## config.mk

```make
export PLATFORM = sky130hd
export DESIGN_NAME = download_decoder
export DESIGN_NICKNAME = d
export VERILOG_FILES = /design/src/rtl/oric_pkg.sv /design/src/rtl/download_decoder.sv
export SDC_FILE = /design/constraint.sdc
export NUM_CORES = 1
export LEC_CHECK = 0
export BUFFER_PORTS_ARGS = -buffer_cell sky130_fd_sc_hd__buf_4
export CORE_UTILIZATION = 38
export CTS_BUF_LIST = sky130_fd_sc_hd__clkbuf_16
export DETAILED_ROUTE_END_ITERATION = 10
export PLACE_DENSITY = 0.77
export SLEW_MARGIN = 30
export SYNTH_ARGS = -nofsm -noshare
export SYNTH_HDL_FRONTEND = slang
export SYNTH_SLANG_ARGS = --single-unit
```

## constraint.sdc

```tcl
create_clock -name clk_sys -period 3 [get_ports clk_sys]
set_input_delay 0.15 -clock clk_sys [delete_from_list [all_inputs] [get_ports clk_sys]]
set_output_delay 0.15 -clock clk_sys [all_outputs]
set_load 0.01 [all_outputs]
```

## src/rtl/oric_pkg.sv

```systemverilog
/*
 * Shared types and constants of the Oric cassette and sound path.
 * Host download beat, store write and sound-level structs,
 * stereo and tape volume modes, file indices and widths.
 */
`default_nettype none

package oric_pkg;

	// File index values sent by the host
	localparam logic [7:0] INDEX_TAPE = 8'd1;
	localparam logic [7:0] INDEX_BIOS = 8'd2;

	// Store address widths
	localparam int TAPE_ADDR_W = 16;
	localparam int BIOS_ADDR_W = 14;

	// Sound widths: one channel, chip mono sum, final sample
	localparam int PSG_W   = 12;
	localparam int MIX_W   = 14;
	localparam int AUDIO_W = 16;

	////////////////////////////////////////////////////////////////////////////

	// One download beat from the host
	typedef struct packed {
		logic                   download;
		logic                   wr;
		logic [7:0]             index;
		logic [TAPE_ADDR_W-1:0] addr;
		logic [7:0]             data;
	} host_load_t;

	// One byte write into a store
	typedef struct packed {
		logic                   we;
		logic [TAPE_ADDR_W-1:0] addr;
		logic [7:0]             data;
	} mem_write_t;

	// Levels from the sound chip
	typedef struct packed {
		logic [PSG_W-1:0] a;
		logic [PSG_W-1:0] b;
		logic [PSG_W-1:0] c;
		logic [MIX_W-1:0] mono;
	} psg_levels_t;

	// Value 3 is treated as ACB
	typedef enum logic [1:0] {
		STEREO_MONO = 2'd0,
		STEREO_ABC  = 2'd1,
		STEREO_ACB  = 2'd2
	} stereo_mode_e;

	// Value 3 is treated as high
	typedef enum logic [1:0] {
		TAPE_MUTE = 2'd0,
		TAPE_LOW  = 2'd1,
		TAPE_HIGH = 2'd2
	} tape_volume_e;

endpackage

`default_nettype wire

```

## src/rtl/download_decoder.sv

```systemverilog
/*
 * Host download decoder.
 * Routes each beat to the tape cache or the BIOS store by file index,
 * records the last tape address and raises the loaded flags.
 */
`default_nettype none

module download_decoder (
	input  wire logic                 clk_sys,
	input  wire logic                 reset,
	input  wire oric_pkg::host_load_t host_load,
	input  wire logic                 tape_rewind,
	output oric_pkg::mem_write_t      tape_wr,
	output oric_pkg::mem_write_t      bios_wr,
	output logic [15:0]               tape_end,
	output logic                      tape_loaded,
	output logic                      bios_loaded,
	output logic                      rewind
);

	logic                             is_tape;
	logic                             is_bios;
	logic                             download_d;
	logic                             tape_we;
	logic                             bios_we;
	logic [oric_pkg::TAPE_ADDR_W-1:0] wr_addr;
	logic [7:0]                       wr_data;

	assign is_tape = (host_load.index == oric_pkg::INDEX_TAPE);
	assign is_bios = (host_load.index == oric_pkg::INDEX_BIOS);

	// Both stores see the same registered beat with their own enables
	assign tape_wr = '{we: tape_we, addr: wr_addr, data: wr_data};
	assign bios_wr = '{we: bios_we, addr: wr_addr, data: wr_data};

	// Tape restarts on request and for as long as a new image comes in
	assign rewind = tape_rewind | (host_load.download & is_tape);

	always_ff @(posedge clk_sys) begin
		if (reset) begin
			tape_we     <= 1'b0;
			bios_we     <= 1'b0;
			download_d  <= 1'b0;
			tape_loaded <= 1'b0;
			bios_loaded <= 1'b0;
		end else begin
			tape_we    <= host_load.wr & is_tape;
			bios_we    <= host_load.wr & is_bios;
			download_d <= host_load.download;
			// End of a download marks that image as present
			if (download_d && !host_load.download) begin
				if (is_tape)
					tape_loaded <= 1'b1;
				if (is_bios)
					bios_loaded <= 1'b1;
			end
		end
	end

	always_ff @(posedge clk_sys) begin
		wr_addr <= host_load.addr;
		wr_data <= host_load.data;
		if (host_load.wr && is_tape)
			tape_end <= host_load.addr;
	end

	// Host raises the write strobe only inside a download
	a_wr_in_download: assert property (@(posedge clk_sys) disable iff (reset)
		host_load.wr |-> host_load.download);

endmodule

`default_nettype wire

```

==> flow_metrics.py <==
metrics = {
    "status": {
        "outcome": "complete, no violations",
    },
    "power": {
        "p_per_area_nw_per_um2": 541,
        "p_leak_nw": 1.11,
        "ir_drop_uv": 490,
    },
    "setup_path": {
        "worst-setup-path-type": "input pin to output pin",
        "crit_buf_inv": 2,
        "critPathRequiredTime_ps": 2850,
        "slowest_delay_ps": 600,
        "crit_chain": "buf_4, or4b_1, o31ai_1, buf_4",
        "cp-end-kind": "output pin",
        "cp-start-kind": "input pin",
        "arrival_ps": 1290,
        "slowest_stage": "or4b_1",
        "critPathTopFamily": "simple AND/OR/NAND/NOR gates",
        "timing.critical_path.mode_cell": "buf_4",
        "crit_path_max_fanout": 4,
    },
    "clock_network": {
        "worstSkewPairLatency_ps": 270,
        "numClockSinks": 45,
        "root_buffer": "clkbuf_16",
        "cts_buffers": 5,
        "htreeDepth": 2,
        "cts_tree": "built",
        "clk_pin_slew_ps": 50,
        "cts_buffer_depth": 2,
    },
    "timing": {
        "setup_viol": 0,
        "drv_slew": 0,
        "rsz0062_at_grt": "no",
        "finalHoldViolCount": 0,
        "period_share_pct": 47.9,
        "max_freq_mhz": 696,
        "fin_setup_tns_ps": 0,
        "relSlewSlack_pct": 83.2,
        "fin_skew_ps": 2.95,
        "fin_crit_ps": 1440,
        "tightest_slew_ps": 251,
    },
    "yosys": {
        "ys.flop_type": "dfxtp_1",
        "yosysMostFrequentCell": "dfxtp_1",
        "netlist_top_cells_area": "dfxtp_1 42%, edfxtp_1 35%, buf_4 14%",
        "yosys_warnings": 0,
        "synth_edf_count": 16,
        "syn-cell-area_um2": 1380,
        "synthesis.nets": 126,
        "synth_cell_types": 13,
        "synth.top_cell.area_share_pct": 42.2,
        "synth_common_cells": "29 x dfxtp_1, 26 x buf_4, 16 x edfxtp_1",
        "async_flop_share_pct": 0,
        "avgSynthCellArea_um2": 15.5,
        "synth_top_area_cell": "dfxtp_1",
        "synth-seq-cells": 45,
        "syn_inst": 89,
        "ys_seq_area_share_pct": 77.1,
    },
    "route": {
        "wl_um": 3340,
        "drt-initial-drc-count": 36,
        "drtPass1Iterations": 4,
        "drc": 0,
        "wl_per_cell_um": 13.6,
        "ant_nets": 0,
        "vias_per_cell": 4.19,
        "dr_total_vias": 1031,
    },
    "die": {
        "fp.dieArea_um2": 3870,
        "rows": 21,
        "ioPinCount": 106,
        "dieWidth_um": 62.2,
        "start_util_pct": 40.3,
        "die_h_um": 62.2,
        "coreArea_um2": 3420,
    },
    "final_layout": {
        "drive_gt1_share_pct": 58.0,
        "final_core_util_pct": 70.5,
        "postLayoutCellArea_um2": 2410,
        "nNetsFinal": 236,
        "synthToLayoutAreaGrowth_pct": 74.9,
        "n_fill_cell": 247,
        "antenna_cells": 0,
    },
    "min_path": {
        "worstHoldPathType": "input pin to register",
    },
    "global_route": {
        "antenna_found_initial": 0,
        "grt_overflow": 0,
        "grt_max_degree": 17,
        "grt_pass1_vias": 1045,
        "grt.total_usage_pct": 17.7,
        "grt_pass1_wl_um": 5090,
    },
    "placed_design": {
        "dp_hpwl_um": 2340,
        "port_buffers": 105,
        "placed_area_um2": 2030,
        "gp_congestion": 0.711,
    },
    "run": {
        "cap_violations": 0,
    },
}
-- registers in the layout, summed over array words and instances (netlist names) --
name and cells:
tape_we 1, wr_addr 16, tape_loaded 1, download_d 1
tape_end 16, wr_data 8, bios_we 1, bios_loaded 1
-- power breakdown --
group	internal [mW]	switching, mW	leakage [nW]
Clock	0.302	0.195	0.0748
Combinational	0.0932	0.0514	0.645
Sequential	0.650	0.00972	0.387
Total	1.04	0.257	1.11
-- stage by stage --
stage / power (mW) / hold slack [ps] / cells / setup WS, ps
after global placement: 0.787 / 255 / 214 / 1440
final: 1.30 / 62.1 / 246 / 1560
after detailed placement: 0.790 / 256 / 214 / 1430
after global routing: 1.35 / 60.4 / 246 / 1520
after CTS: 1.31 / 57.2 / 246 / 1570
after floorplan: 0.719 / 178 / 89 / 620
-- layer usage --
metal | track usage (%) | vias to the layer above | wire length [um]
met1 | 16.2 | 483 | 1100
met2 | 36.8 | 53 | 2010
li1 | - | 491 | -
met3 | 5.33 | 4 | 186
met5 | 0 | - | 0
met4 | 4.36 | 0 | 42
-- what timing repair did --
item                                   in CTS  in global routing
buffers inserted                            0                  0
resized for setup                           0                  0
endpoints found under the hold margin      24                  0
hold buffers                               24                  0
-- logic make-up after synthesis --
kind of cell,after synthesis,synth area share (%)
AO/OA/AOI/OAI,3,1.82
AND/OR/NAND/NOR,9,4.73
buffers and inverters,32,16.4
flip-flops,45,77.1
-- worst paths after layout --
| check | startpoint | to | slack (ps) | cells past startpoint |
|---|---|---|---|---|
| max | host_load[25] | rewind | 1560 | 4 |
| min | reset | download_d$_SDFF_PP0_ | 60 | 2 |
| max reg2reg | download_d$_SDFF_PP0_ | bios_loaded$_SDFFE_PP0P_ | 1840 | 2 |
| min reg2reg | tape_loaded$_SDFFE_PP0P_ | tape_loaded$_SDFFE_PP0P_ | 490 | 2 |
-- cell usage in the layout (no fill, tap or decap), drive strengths merged --
cell type and count:
buf 106, o32ai 2, edfxtp 16, inv 6, or3b 1, clkbuf 5, or4b 2, o31ai 1
dfxtp 29, or4 1, nor3 3, clkinv 2, nand2b 1, nor2 1, dlygate4sd3 24
-- cell type report --
cell class / count / area [um^2] / area share, %
multi-input combinational: 12 / 95.1 / 3.95
timing repair buffer: 130 / 1040 / 43.0
tap: 46 / 57.6 / 2.39
clock buffer: 5 / 125 / 5.20
inverter: 5 / 18.8 / 0.780
sequential: 45 / 1060 / 44.1
clock inverter: 3 / 13.8 / 0.572
(Power assumes the default switching activity.)
