### config.mk
export PLATFORM = sky130hd
export DESIGN_NAME = audio_mixer
export DESIGN_NICKNAME = d
export VERILOG_FILES = /design/src/rtl/oric_pkg.sv /design/src/rtl/audio_mixer.sv
export SDC_FILE = /design/constraint.sdc
export NUM_CORES = 1
export LEC_CHECK = 0
export BUFFER_PORTS_ARGS = -buffer_cell sky130_fd_sc_hd__buf_2
export CORE_ASPECT_RATIO = 0.9
export CORE_MARGIN = 4
export CORE_UTILIZATION = 40
export CTS_CLUSTER_SIZE = 28
export DETAILED_ROUTE_END_ITERATION = 8
export MAX_ROUTING_LAYER = met4
export SLEW_MARGIN = 20
export SYNTH_ARGS = -nofsm -noshare
export SYNTH_HDL_FRONTEND = slang
export SYNTH_SLANG_ARGS = --single-unit
### constraint.sdc
create_clock -name clk_sys -period 3.68 [get_ports clk_sys]
set_clock_uncertainty 0.1 [all_clocks]
set_input_delay 0.368 -clock clk_sys [delete_from_list [all_inputs] [get_ports clk_sys]]
set_output_delay 0.368 -clock clk_sys [all_outputs]
set_load 0.02 [all_outputs]
### src/rtl/oric_pkg.sv
/*
 * Shared types and constants of the Oric cassette and sound path.
 * Host download beat, store write and sound-level structs,
 * stereo and tape volume modes, file indices and widths.
 */
`default_nettype none

package oric_pkg;

	// File index values sent by the host
	localparam logic [7:0] INDEX_TAPE = 8'd1;
	localparam logic [7:0] INDEX_BIOS = 8'd2;

	// Store address widths
	localparam int TAPE_ADDR_W = 16;
	localparam int BIOS_ADDR_W = 14;

	// Sound widths: one channel, chip mono sum, final sample
	localparam int PSG_W   = 12;
	localparam int MIX_W   = 14;
	localparam int AUDIO_W = 16;

	////////////////////////////////////////////////////////////////////////////

	// One download beat from the host
	typedef struct packed {
		logic                   download;
		logic                   wr;
		logic [7:0]             index;
		logic [TAPE_ADDR_W-1:0] addr;
		logic [7:0]             data;
	} host_load_t;

	// One byte write into a store
	typedef struct packed {
		logic                   we;
		logic [TAPE_ADDR_W-1:0] addr;
		logic [7:0]             data;
	} mem_write_t;

	// Levels from the sound chip
	typedef struct packed {
		logic [PSG_W-1:0] a;
		logic [PSG_W-1:0] b;
		logic [PSG_W-1:0] c;
		logic [MIX_W-1:0] mono;
	} psg_levels_t;

	// Value 3 is treated as ACB
	typedef enum logic [1:0] {
		STEREO_MONO = 2'd0,
		STEREO_ABC  = 2'd1,
		STEREO_ACB  = 2'd2
	} stereo_mode_e;

	// Value 3 is treated as high
	typedef enum logic [1:0] {
		TAPE_MUTE = 2'd0,
		TAPE_LOW  = 2'd1,
		TAPE_HIGH = 2'd2
	} tape_volume_e;

endpackage

`default_nettype wire

### src/rtl/audio_mixer.sv
/*
 * Audio mixer.
 * Adds the tape bit at the chosen volume to the sound channels
 * and forms registered left and right samples in mono, ABC or ACB.
 */
`default_nettype none

module audio_mixer (
	input  wire logic                   clk_sys,
	input  wire logic                   reset,
	input  wire oric_pkg::psg_levels_t  psg,
	input  wire logic                   tape_bit,
	input  wire oric_pkg::stereo_mode_e stereo_mode,
	input  wire oric_pkg::tape_volume_e tape_volume,
	output logic [oric_pkg::AUDIO_W-1:0] audio_l,
	output logic [oric_pkg::AUDIO_W-1:0] audio_r
);

	logic [oric_pkg::MIX_W-1:0]   tape_lvl;
	logic [oric_pkg::MIX_W-1:0]   mono_sum;
	logic [oric_pkg::PSG_W-1:0]   sum_ab;
	logic [oric_pkg::PSG_W-1:0]   sum_ac;
	logic [oric_pkg::PSG_W-1:0]   sum_bc;
	logic [oric_pkg::AUDIO_W-1:0] next_l;
	logic [oric_pkg::AUDIO_W-1:0] next_r;

	// Tape level: 512 at low, 1024 at high
	always_comb begin
		case (tape_volume)
			oric_pkg::TAPE_MUTE: tape_lvl = '0;
			oric_pkg::TAPE_LOW:  tape_lvl = oric_pkg::MIX_W'({tape_bit, 9'd0});
			default:             tape_lvl = oric_pkg::MIX_W'({tape_bit, 10'd0});
		endcase
	end

	// Sums wrap at their own width
	assign mono_sum = psg.mono + tape_lvl;
	assign sum_ab   = psg.a + psg.b + tape_lvl[oric_pkg::PSG_W-1:0];
	assign sum_ac   = psg.a + psg.c + tape_lvl[oric_pkg::PSG_W-1:0];
	assign sum_bc   = psg.b + psg.c + tape_lvl[oric_pkg::PSG_W-1:0];

	always_comb begin
		case (stereo_mode)
			oric_pkg::STEREO_MONO: begin
				next_l = oric_pkg::AUDIO_W'({mono_sum, 1'b0});
				next_r = oric_pkg::AUDIO_W'({mono_sum, 1'b0});
			end
			oric_pkg::STEREO_ABC: begin
				next_l = oric_pkg::AUDIO_W'({sum_ab, 1'b0});
				next_r = oric_pkg::AUDIO_W'({sum_bc, 1'b0});
			end
			default: begin
				next_l = oric_pkg::AUDIO_W'({sum_ac, 1'b0});
				next_r = oric_pkg::AUDIO_W'({sum_bc, 1'b0});
			end
		endcase
	end

	always_ff @(posedge clk_sys) begin
		if (reset) begin
			audio_l <= '0;
			audio_r <= '0;
		end else begin
			audio_l <= next_l;
			audio_r <= next_r;
		end
	end

endmodule

`default_nettype wire

==> results.py <==
metrics = {
    "status": {
        "status": "completed",
    },
    "die": {
        "die_area_um2": 9080,
        "die_h_um": 90.8,
        "rows": 29,
        "start_util": 0.422,
        "core_um2": 7220,
        "die_x_um": 100,
        "io_pins": 89,
    },
    "placement": {
        "dp_hpwl_um": 6720,
        "portBuffers": 84,
        "place_congestion": 0.815,
    },
    "cts": {
        "clk_pin_slew_ns": 0.12,
        "root_buffer": "clkbuf_8",
        "cts_tree": "done",
        "postCtsHoldBufs": 0,
        "post_cts_buffers": 0,
        "max-clock-path-buffers": 2,
        "cts_repair_resize_count": 0,
        "clock-sinks": 28,
        "numCtsBuffers": 3,
        "htreeDepth": 1,
    },
    "pwr": {
        "finalPower_w": 0.00120,
        "pwr-share-seq": 0.291,
        "ir_drop_mv": 0.135,
        "switching_share": 0.383,
        "p_sw_w": 0.000458,
        "power_density_nw_per_um2": 332,
        "p_int_w": 0.000738,
        "p_clk_frac": 0.213,
        "p_leak_nw": 1.77,
        "comb_power_share": 0.497,
    },
    "synthesis": {
        "postSynthAreaPerCell_um2": 8.75,
        "synth_top_family_by_area": "adder cells",
        "synth_simple_gate_area_frac": 0.138,
        "synthMuxAreaShare": 0.0197,
        "synth_fa_ha_area_frac": 0.308,
        "synth_edf_count": 0,
        "synth_xor_area_frac": 0.0748,
        "ys.flop_type": "dfxtp_1",
        "ys_ff_latch": 28,
        "synthArstFlopShare": 0,
        "yosys_warnings": 0,
        "ys_types": 54,
        "synth_compound_area_frac": 0.232,
        "ys_seq_area_frac": 0.184,
        "netlist_instances": 348,
        "synth_area_um2": 3050,
    },
    "worst_setup_path": {
        "cp.required_ns": 3.79,
        "crit_path_start_kind": "input port",
        "crit_arrival_ns": 2.79,
        "crit_fanout": 3,
        "worstSetupPathType": "input port to flip-flop",
        "end_kind": "flip-flop",
    },
    "global_route": {
        "top_usage_layer": "met2",
        "grt_pass1_wl_um": 13300,
        "globalRouteOverflowTotal": 0,
        "antenna_found_initial": 0,
        "grt_use_met3": 0.0286,
        "grt_max_degree": 34,
        "track_usage": 0.184,
        "use_met1": 0.226,
        "globalRouteMet2Util": 0.315,
        "grt_pass1_vias": 2902,
    },
    "sta": {
        "finalHoldViolations": 0,
        "fin_setup_tns_ns": 0,
        "slew_viol_final": 0,
        "setup_viol": 0,
        "rsz0062_at_grt": "false",
        "post-route-min-period_ns": 2.68,
        "fmax_mhz": 373,
        "slew_headroom": 0.581,
        "post-route-period-util": 0.728,
        "worst_slew_pin_slew_ns": 0.628,
    },
    "finish": {
        "drive_above_1_share": 0.239,
        "fill_cells": 727,
        "layout_common_cells": "buf_2, ha_1, nor2_1",
        "n_antenna_cell": 0,
        "nNetsFinal": 553,
        "area_growth_syn_to_layout_pct": 18.4,
        "final_common_cell": "buf_2",
    },
    "detailed_routing": {
        "dr.pass1.iters": 4,
        "wl_per_cell_um": 15.4,
        "routed_wl_um": 7990,
        "drtIter0Drc": 118,
        "post-route-drc-count": 0,
        "routed_via_density": 5.37,
        "drtAntennaViolNets": 0,
        "vias": 2786,
    },
    "worst_hold_path": {
        "hold_path.class": "input port to flip-flop",
    },
    "run": {
        "cap_violations": 0,
    },
}
[synth_stat cells, drive strengths merged, types with 2 or more instances]
| master | number | area (um^2) |
|---|---|---|
| nand3 | 9 | 45.0 |
| a311oi | 2 | 17.5 |
| o211ai | 6 | 50.1 |
| dfxtp | 28 | 561 |
| and2 | 4 | 25.0 |
| nor4b | 2 | 17.5 |
| o21a | 2 | 15.0 |
| ha | 59 | 738 |
| inv | 16 | 60.1 |
| xnor2 | 21 | 184 |
| mux2i | 6 | 60.1 |
| buf | 7 | 41.3 |
| nand2 | 22 | 82.6 |
| a211oi | 14 | 110 |
| nor3 | 8 | 40.0 |
| a221oi | 3 | 32.5 |
| o21ai | 16 | 80.1 |
| nor2b | 4 | 25.0 |
| o21bai | 6 | 45.0 |
| or3 | 2 | 12.5 |
| and3 | 3 | 23.8 |
| a21oi | 30 | 158 |
| xor2 | 5 | 43.8 |
| nor2 | 31 | 116 |
| clkbuf | 7 | 26.3 |
| a21o | 6 | 46.3 |
| fa | 10 | 200 |
[sequential cells by signal, summed over array words and instances (netlist names)]
register and cells:
audio_l 14, audio_r 14
[critical path: stages]
cell and delay [ns]:
buf_2 0.11, ha_1 0.28, ha_1 0.23, fa_1 0.43, a211oi_1 0.57, o21bai_1 0.18, nor2_1 0.11, o21ai_0 0.10
xnor2_1 0.15, a221oi_1 0.26
[kinds of logic after synthesis]
| group | after synthesis |
|---|---|
| AO/OA/AOI/OAI | 98 |
| AND/OR/NAND/NOR | 90 |
| adder cells (fa/ha/maj) | 69 |
| buffers and inverters | 30 |
| flip-flops | 28 |
| XOR/XNOR | 26 |
| multiplexers | 6 |
| other | 1 |
[power groups by stage]
stage / combinational, W / clock [W] / sequential (W)
after CTS: 0.000600 / 0.000261 / 0.000348
after global placement: 0.000588 / 0 / 0.000356
final: 0.000594 / 0.000255 / 0.000348
after global routing: 0.000669 / 0.000275 / 0.000351
after detailed placement: 0.000595 / 0 / 0.000355
after floorplan: 0.000385 / 0 / 0.000402
[layer usage]
metal,up-vias,share of wire,wire length (um)
met5,-,0,0
met4,0,0.017,133
met3,13,0.068,546
met2,96,0.48,3810
met1,1261,0.44,3500
li1,1416,-,-
[layout make-up]
| class | instances | area, um^2 | share of cell area |
|---|---|---|---|
| Sequential cell | 28 | 561 | 0.156 |
| Timing Repair Buffer | 85 | 428 | 0.119 |
| Clock buffer | 3 | 41.3 | 0.0115 |
| Tap cell | 93 | 116 | 0.0323 |
| Multi-Input combinational cell | 293 | 2370 | 0.657 |
| Clock inverter | 1 | 30.0 | 0.00833 |
| Inverter | 16 | 60.1 | 0.0167 |
[worst paths after layout]
| path | end | slack, ns | depth (start not counted) | start |
|---|---|---|---|---|
| hold / removal | audio_r[6] | 0.22 | 3 | psg[5] |
| setup / recovery | audio_l[10] | 1.00 | 10 | psg[15] |
[stage by stage]
| stage | hold slack [ns] | utilization | cell area, um^2 | setup slack (ns) | instances |
|---|---|---|---|---|---|
| final | 0.218 | 0.499 | 3600 | 1.00 | 519 |
| after global routing | 0.230 | 0.499 | 3600 | 0.846 | 519 |
| after CTS | 0.221 | 0.499 | 3600 | 1.04 | 519 |
| after detailed placement | 0.533 | 0.489 | 3530 | 0.747 | 515 |
| after global placement | 0.524 | 0.489 | 3530 | 0.801 | 515 |
| after floorplan | 0.404 | - | 3060 | 1.10 | 351 |
No activity file was read; power rests on OpenSTA's default activity.
