<file path="config.mk">
export PLATFORM = sky130hd
export DESIGN_NAME = tape_player
export DESIGN_NICKNAME = d
export VERILOG_FILES = /design/src/rtl/oric_pkg.sv /design/src/rtl/tape_player.sv
export SDC_FILE = /design/constraint.sdc
export NUM_CORES = 1
export LEC_CHECK = 0
export BUFFER_PORTS_ARGS = -buffer_cell sky130_fd_sc_hd__clkbuf_2
export CORE_UTILIZATION = 45
export CTS_CLUSTER_SIZE = 8
export DETAILED_ROUTE_END_ITERATION = 10
export PLACE_DENSITY = 0.68
export SYNTH_ARGS = -nofsm -noshare
export SYNTH_HDL_FRONTEND = slang
export SYNTH_SLANG_ARGS = --single-unit
</file>
<file path="constraint.sdc">
create_clock -name clk_sys -period 2.85 [get_ports clk_sys]
set_clock_uncertainty 0.2 [all_clocks]
set_input_delay 0.4275 -clock clk_sys [delete_from_list [all_inputs] [get_ports clk_sys]]
set_output_delay 0.4275 -clock clk_sys [all_outputs]
set_load 0.02 [all_outputs]
</file>
<file path="src/rtl/oric_pkg.sv">
/*
 * Shared types and constants of the Oric cassette and sound path.
 * Host download beat, store write and sound-level structs,
 * stereo and tape volume modes, file indices and widths.
 */
`default_nettype none

package oric_pkg;

	// File index values sent by the host
	localparam logic [7:0] INDEX_TAPE = 8'd1;
	localparam logic [7:0] INDEX_BIOS = 8'd2;

	// Store address widths
	localparam int TAPE_ADDR_W = 16;
	localparam int BIOS_ADDR_W = 14;

	// Sound widths: one channel, chip mono sum, final sample
	localparam int PSG_W   = 12;
	localparam int MIX_W   = 14;
	localparam int AUDIO_W = 16;

	////////////////////////////////////////////////////////////////////////////

	// One download beat from the host
	typedef struct packed {
		logic                   download;
		logic                   wr;
		logic [7:0]             index;
		logic [TAPE_ADDR_W-1:0] addr;
		logic [7:0]             data;
	} host_load_t;

	// One byte write into a store
	typedef struct packed {
		logic                   we;
		logic [TAPE_ADDR_W-1:0] addr;
		logic [7:0]             data;
	} mem_write_t;

	// Levels from the sound chip
	typedef struct packed {
		logic [PSG_W-1:0] a;
		logic [PSG_W-1:0] b;
		logic [PSG_W-1:0] c;
		logic [MIX_W-1:0] mono;
	} psg_levels_t;

	// Value 3 is treated as ACB
	typedef enum logic [1:0] {
		STEREO_MONO = 2'd0,
		STEREO_ABC  = 2'd1,
		STEREO_ACB  = 2'd2
	} stereo_mode_e;

	// Value 3 is treated as high
	typedef enum logic [1:0] {
		TAPE_MUTE = 2'd0,
		TAPE_LOW  = 2'd1,
		TAPE_HIGH = 2'd2
	} tape_volume_e;

endpackage

`default_nettype wire

</file>
<file path="src/rtl/tape_player.sv">
/*
 * Cassette player.
 * Reads the tape cache and shifts each byte out MSB first,
 * one bit per BIT_PERIOD cycles, under motor and rewind control.
 */
`default_nettype none

module tape_player #(
	parameter int BIT_PERIOD = 16
) (
	input  wire logic        clk_sys,
	input  wire logic        reset,
	input  wire logic        motor,
	input  wire logic        tape_loaded,
	input  wire logic        rewind,
	input  wire logic [15:0] tape_end,
	input  wire logic [7:0]  rd_data,
	output logic [15:0]      rd_addr,
	output logic             tape_bit,
	output logic             tape_active
);

	// Prefetch needs at least one cycle of read latency inside a bit
	localparam int PER_W = (BIT_PERIOD > 2) ? $clog2(BIT_PERIOD) : 1;
	localparam logic [PER_W-1:0] PER_LAST = PER_W'(BIT_PERIOD - 1);

	typedef enum logic [1:0] {
		S_IDLE,
		S_FETCH,
		S_PLAY,
		S_DONE
	} state_t;

	state_t                           st;
	logic [oric_pkg::TAPE_ADDR_W-1:0] pos;
	logic [2:0]                       bit_cnt;
	logic [PER_W-1:0]                 per_cnt;
	logic [7:0]                       shreg;
	logic                             run;
	logic                             bit_end;
	logic                             byte_end;
	logic                             last_byte;
	logic                             load_byte;
	logic                             shift_bit;

	assign run       = motor & tape_loaded;
	assign bit_end   = (st == S_PLAY) & run & (per_cnt == PER_LAST);
	assign byte_end  = bit_end & (bit_cnt == 3'd7);
	assign last_byte = (pos == tape_end);

	// First byte after start, or the prefetched byte at a byte boundary
	assign load_byte = !rewind & (((st == S_FETCH) & run) | (byte_end & !last_byte));
	assign shift_bit = !rewind & bit_end & (bit_cnt != 3'd7);

	// During the last bit the next byte is already addressed
	assign rd_addr = ((st == S_PLAY) && (bit_cnt == 3'd7)) ? pos + 1'b1 : pos;

	assign tape_active = (st == S_PLAY);
	assign tape_bit    = tape_active & shreg[7];

	////////////////////////////////////////////////////////////////////////////

	always_ff @(posedge clk_sys) begin
		if (reset || rewind) begin
			st      <= S_IDLE;
			pos     <= '0;
			bit_cnt <= '0;
			per_cnt <= '0;
		end else begin
			case (st)
				S_IDLE: begin
					if (run)
						st <= S_FETCH;
				end
				S_FETCH: begin
					bit_cnt <= '0;
					per_cnt <= '0;
					st      <= run ? S_PLAY : S_IDLE;
				end
				S_PLAY: begin
					// Motor off holds every counter
					if (bit_end) begin
						per_cnt <= '0;
						bit_cnt <= bit_cnt + 1'b1;
						if (byte_end) begin
							if (last_byte)
								st <= S_DONE;
							else
								pos <= pos + 1'b1;
						end
					end else if (run) begin
						per_cnt <= per_cnt + 1'b1;
					end
				end
				S_DONE: begin
					// Waits here for a rewind
					st <= S_DONE;
				end
				default: st <= S_IDLE;
			endcase
		end
	end

	always_ff @(posedge clk_sys) begin
		if (load_byte)
			shreg <= rd_data;
		else if (shift_bit)
			shreg <= {shreg[6:0], 1'b0};
	end

	// Loaded flag comes from the decoder
	a_idle_unloaded: assert property (@(posedge clk_sys) disable iff (reset)
		!tape_loaded |-> !tape_active);

endmodule

`default_nettype wire

</file>
==> flow_summary.ini, run 1 <==
[synthesis]
synth_area_leaders = dfxtp_1, edfxtp_1, xor2_1
mappedNetlistNets = 309
syn_area_per_cell_sq_um = 8.33
async_flop_share = 0
synth-edff-count = 8
synth-seq-cells = 33
yosysWarnings = 0
synth_top_area_frac = 0.221
yosys.area.top_type = dfxtp_1
synthesis.area_sq_um = 2260
syn_inst = 272
ys_seq_area_frac = 0.327
ys_top_cells_by_count = nand2_1, dfxtp_1, xor2_1, a21oi_1, nand3_1
synth_cell_types = 43
synth_most_common_cell = nand2_1
synthFlopType = dfxtp_1

[placed_design]
dp.cells = 373
pre_cts_slack_ns = 0.241
hpwl_microns = 3670
port_buffers = 46
gp_congestion = 0.823
dpl_cell_area_sq_um = 2530

[grt]
grt_pass1_vias = 1929
grt_max_degree = 37
overflow = 0
grtUsageTotal = 0.216
antenna_found_initial = 0
grt_pass1_wl_microns = 8960

[clocking]
cts_buffer_depth = 2
hold_buffers = 0
clkLatencyLatePin_ns = 0.29
postCtsSetupRepairBufs = 0
cts_tree = built
cts_htree_levels = 2
numCtsBuffers = 5
clock_sinks = 33
cts_root_buf = clkbuf_8
clkSlewWorstSetupHoldPaths_ns = 0.07

[worst_setup_path]
path_class = reg -> out
r2r-end = shreg[1]
required_ns = 2.22
startpoint = pos[0]
crit_end = rd_addr[8]
start_kind = register
cp.arrival_ns = 2.06
end_kind = output port
worstPathMaxFanout = 7
reg2reg_from = st[0]
r2r_slack_ns = 0.34
r2r.worst_path.cells = 7

[floorplan]
die_x_microns = 72.9
dieArea_sq_um = 5320
coreArea_sq_um = 4790
io_pins = 47
die_h_microns = 72.9
num_rows = 25
start_util = 0.473

[finish]
nets = 350
post-route-util = 0.551
final_cells = 381
drive_gt1_frac = 0.223
diodes = 0
area_delta_synth_final_pct = 16.5
final_cell_area_sq_um = 2640

[timing]
max_clock_freq_mhz = 372
hold_ws_ns = 0.258
final_hold_viol_count = 0
period_needed_ns = 2.69
rsz0062_at_grt = false
worst_slew_pin_slew_ns = 0.748
min_period_over_period = 0.944
setup_viol_count_final = 0
maxSlewHeadroom = 0.502
slew_viol_final = 0
fin_ws_ns = 0.160
setup_tns_ns = 0

[detailed_routing]
wl_met3_microns = 239
drtIter0Drc = 156
drt-total-wl_microns = 5220
drc = 0
via_count = 2116
ant_nets = 0
wl_met2_microns = 2320
met1_length_microns = 2610
top_layer_used = met4
wl_per_cell_microns = 13.7
drt_pass1_iterations = 4
vias_per_cell = 5.55

[run_status]
status = complete, no violations

[min_path]
worstHoldPathType = in -> reg

[pwr]
vdd_drop_max_mv = 0.308
p_total_mw = 0.907
p_per_area_nw_per_um2 = 344
p_leak_nw = 1.01

[run]
maxCapViolCount = 0
[cell usage in the layout (no fill, tap or decap), drive strengths merged, types with 4 or more instances in the layout]
cell type  instances
a21oi             20
and2               5
and3               4
buf                8
clkbuf            54
dfxtp             25
edfxtp             8
ha                 8
inv                6
nand2             26
nand2b             7
nand3             19
nor2              12
nor3               5
nor4               5
o211ai            15
o21ai              5
o31ai             11
or3                5
or4               11
xnor2             11
xor2              20
[sequential cells by signal, summed over array words and instances, names as in the netlist]
register and flops:
per_cnt 4, st 2, pos 16, shreg 8, bit_cnt 3
[worst min path at each step]
stage	startpoint	endpoint	depth (start not counted)
after floorplan	bit_cnt[0]	bit_cnt[0]	2
after global placement	bit_cnt[0]	bit_cnt[0]	2
after detailed placement	bit_cnt[0]	bit_cnt[0]	2
after CTS	reset	pos[4]	3
after global routing	reset	pos[4]	3
final	reset	pos[4]	3
[per-layer routing]
| metal | vias to the layer above | GRT usage |
|---|---|---|
| met4 | 0 | 0.0763 |
| met5 | - | 0 |
| met2 | 60 | 0.340 |
| met1 | 974 | 0.302 |
| li1 | 1076 | - |
| met3 | 6 | 0.0318 |
[where the power goes]
| group | leakage [nW] | internal (mW) | switching (mW) |
|---|---|---|---|
| Clock | 0.0455 | 0.197 | 0.166 |
| Sequential | 0.278 | 0.479 | 0.000986 |
| Combinational | 0.684 | 0.0292 | 0.0350 |
[cell type report]
| class | instances | area (sq um) |
|---|---|---|
| clock buffer | 8 | 90.1 |
| fill | 464 | 2150 |
| inverter | 6 | 22.5 |
| multi-input combinational | 213 | 1410 |
| sequential | 33 | 743 |
| tap | 67 | 83.8 |
| timing repair buffer | 54 | 290 |
[worst max-delay path: stages (launching register included)]
cell,delay [ns]
dfxtp_2,0.41
ha_1,0.21
and3_1,0.26
and4_2,0.31
nor2b_4,0.19
nand2_1,0.08
xnor2_1,0.14
clkbuf_2,0.18
[logic make-up after synthesis]
family,count (synthesis),share of synthesized area
AOI/OAI and AO/OA,61,0.178
xor gates and xnor gates,31,0.120
buffers and inverters,26,0.0569
muxes,3,0.0138
DFF,33,0.327
adders and majority gates,8,0.0442
and+or+nand+nor,110,0.260
[repair_timing]
| item | 4_1_cts | 5_1_grt |
|---|---|---|
| cloned | 0 | 0 |
| resized for setup | 2 | 5 |
| setup endpoints to repair | 4 | 8 |
| endpoints found under the hold margin | 0 | 0 |
No activity file was read; power rests on OpenSTA's default activity.
==> run 2, diff against run 1 <==
--- a/config.mk
+++ b/config.mk
@@ -10,6 +10,7 @@
 export CTS_CLUSTER_SIZE = 8
 export DETAILED_ROUTE_END_ITERATION = 10
 export PLACE_DENSITY = 0.68
+export REMOVE_ABC_BUFFERS = 1
 export SYNTH_ARGS = -nofsm -noshare
 export SYNTH_HDL_FRONTEND = slang
 export SYNTH_SLANG_ARGS = --single-unit
==> run 2 against run 1 <==
  * Sequential cell count unchanged
  * Critical path type unchanged
  * Global-route usage down 0.43 points
  * Largest power group unchanged
  * Via count increased by 1.4%
==> flow_summary.ini, run 2 (same netlist as run 1, synthesis figures left out) <==
[run_status]
status = complete, no violations

[placed_design]
hpwl_microns = 3730
pre_cts_slack_ns = 0.233
port_buffers = 46
gp_congestion = 0.792
dp.cells = 375

[detailed_routing]
drt_pass1_iterations = 4
drt-total-wl_microns = 5260
vias_per_cell = 5.60
ant_nets = 0
wl_per_cell_microns = 13.7
via_count = 2145
drc = 0
drtIter0Drc = 124

[clocking]
clock_sinks = 33
cts_tree = built
cts_htree_levels = 2
cts_root_buf = clkbuf_8
clkLatencyLatePin_ns = 0.29
hold_buffers = 0
cts_buffer_depth = 2
numCtsBuffers = 5
clkSlewWorstSetupHoldPaths_ns = 0.07

[pwr]
clockPowerShare = 0.389
switching_power_mw = 0.213
p_leak_nw = 1.02
p_sw_frac = 0.240
p_per_area_nw_per_um2 = 336
seqPwrFrac = 0.539
internal-power_mw = 0.677
vdd_drop_max_mv = 0.248
pwr-share-comb = 0.072

[worst_setup_path]
path_class = reg -> out
slowest_delay_ns = 0.40
required_ns = 2.22
path_buf_inv = 1
cp_top_family = simple AND/OR/NAND/NOR gates
start_kind = register
crit_chain = ha_1, and3_1, and4_2, nor2b_4, nand2_1, xnor2_1, clkbuf_2
end_kind = output port
worstPathMaxFanout = 7
cp.arrival_ns = 2.04
slowest_stage = dfxtp_2

[timing]
hold_ws_ns = 0.235
period_needed_ns = 2.67
final_hold_viol_count = 0
min_period_over_period = 0.936
setup_tns_ns = 0
maxSlewHeadroom = 0.473
setup_viol_count_final = 0
max_clock_freq_mhz = 375
fin_ws_ns = 0.183
worst_slew_pin_slew_ns = 0.790
slew_viol_final = 0

[floorplan]
num_rows = 25
dieArea_sq_um = 5320
start_util = 0.473
coreArea_sq_um = 4790
die_x_microns = 72.9
die_h_microns = 72.9
io_pins = 47

[grt]
grt_pass1_wl_microns = 8670
overflow = 0
grtUsageTotal = 0.211
antenna_found_initial = 0
grt_max_degree = 37
grt_pass1_vias = 1944

[min_path]
worstHoldPathType = in -> reg

[finish]
reg.largest.list = pos x16, shreg x8, per_cnt x4
drive_gt1_frac = 0.237
area_delta_synth_final_pct = 17.2
final_common_cell = clkbuf_2
diodes = 0
nets = 352
most-common-layout-cells = clkbuf_2, nand2_1, dfxtp_1
final_cells = 383
regMostFlops = pos
largest_reg_flops = 16

[run]
maxCapViolCount = 0
run 2: cell count changes in the layout (fill, tap and decap cells not counted):
cell,previous run,this run
ha_2,1,2
nor3_1,5,4
clkbuf_1,2,1
buf_4,8,10
clkinv_2,0,2
nor3_2,0,1
ha_1,7,6
clkbuf_8,6,5
run 2: tightest hold or removal path, delay by kind of cell:
| family | cells | cell delay (ns) |
|---|---|---|
| and+or+nand+nor | 1 | 0.10 |
| buffers and inverters | 1 | 0.11 |
| muxes | 1 | 0.05 |
run 2: repair_timing:
item | 4_1_cts | 5_1_grt
resized for setup | 1 | 8
setup endpoints to repair | 4 | 9
pin swaps | 0 | 0
setup buffers | 0 | 0
endpoints found under the hold margin | 0 | 0
run 2: final timing paths:
kind | slack, ns | cells past startpoint | start | end
setup / recovery | 0.18 | 7 | pos[0] | rd_addr[10]
hold / removal | 0.23 | 3 | reset | pos[4]
setup reg to reg | 0.49 | 5 | st[0] | shreg[4]
hold reg to reg | 0.29 | 2 | bit_cnt[0] | bit_cnt[0]
run 2: area by class of cell:
class	instances	area [sq um]
fill	484	2130
tap	67	83.8
clock inverter	2	10.0
inverter	6	22.5
clock buffer	6	72.6
multi-input combinational	213	1420
sequential	33	743
timing repair buffer	56	305
run 2: power by group through the flow:
stage / logic [mW] / registers (mW) / clock network, mW
final: 0.0644 / 0.480 / 0.346
after global routing: 0.0723 / 0.480 / 0.369
after CTS: 0.0652 / 0.480 / 0.352
after detailed placement: 0.0649 / 0.490 / 0
after global placement: 0.0646 / 0.490 / 0
after floorplan: 0.0304 / 0.490 / 0
run 2: stage by stage:
step | instance area (sq um) | total power [mW] | utilization
after floorplan | 2160 | 0.520 | -
after global placement | 2550 | 0.555 | 0.532
after detailed placement | 2550 | 0.555 | 0.532
after CTS | 2630 | 0.897 | 0.550
after global routing | 2650 | 0.921 | 0.555
final | 2650 | 0.891 | 0.555
run 2: layer usage:
layer / part of all wire / track usage
met3: 0.040 / 0.0483
met4: 0.017 / 0.0763
met1: 0.47 / 0.264
met5: 0 / 0
met2: 0.48 / 0.357
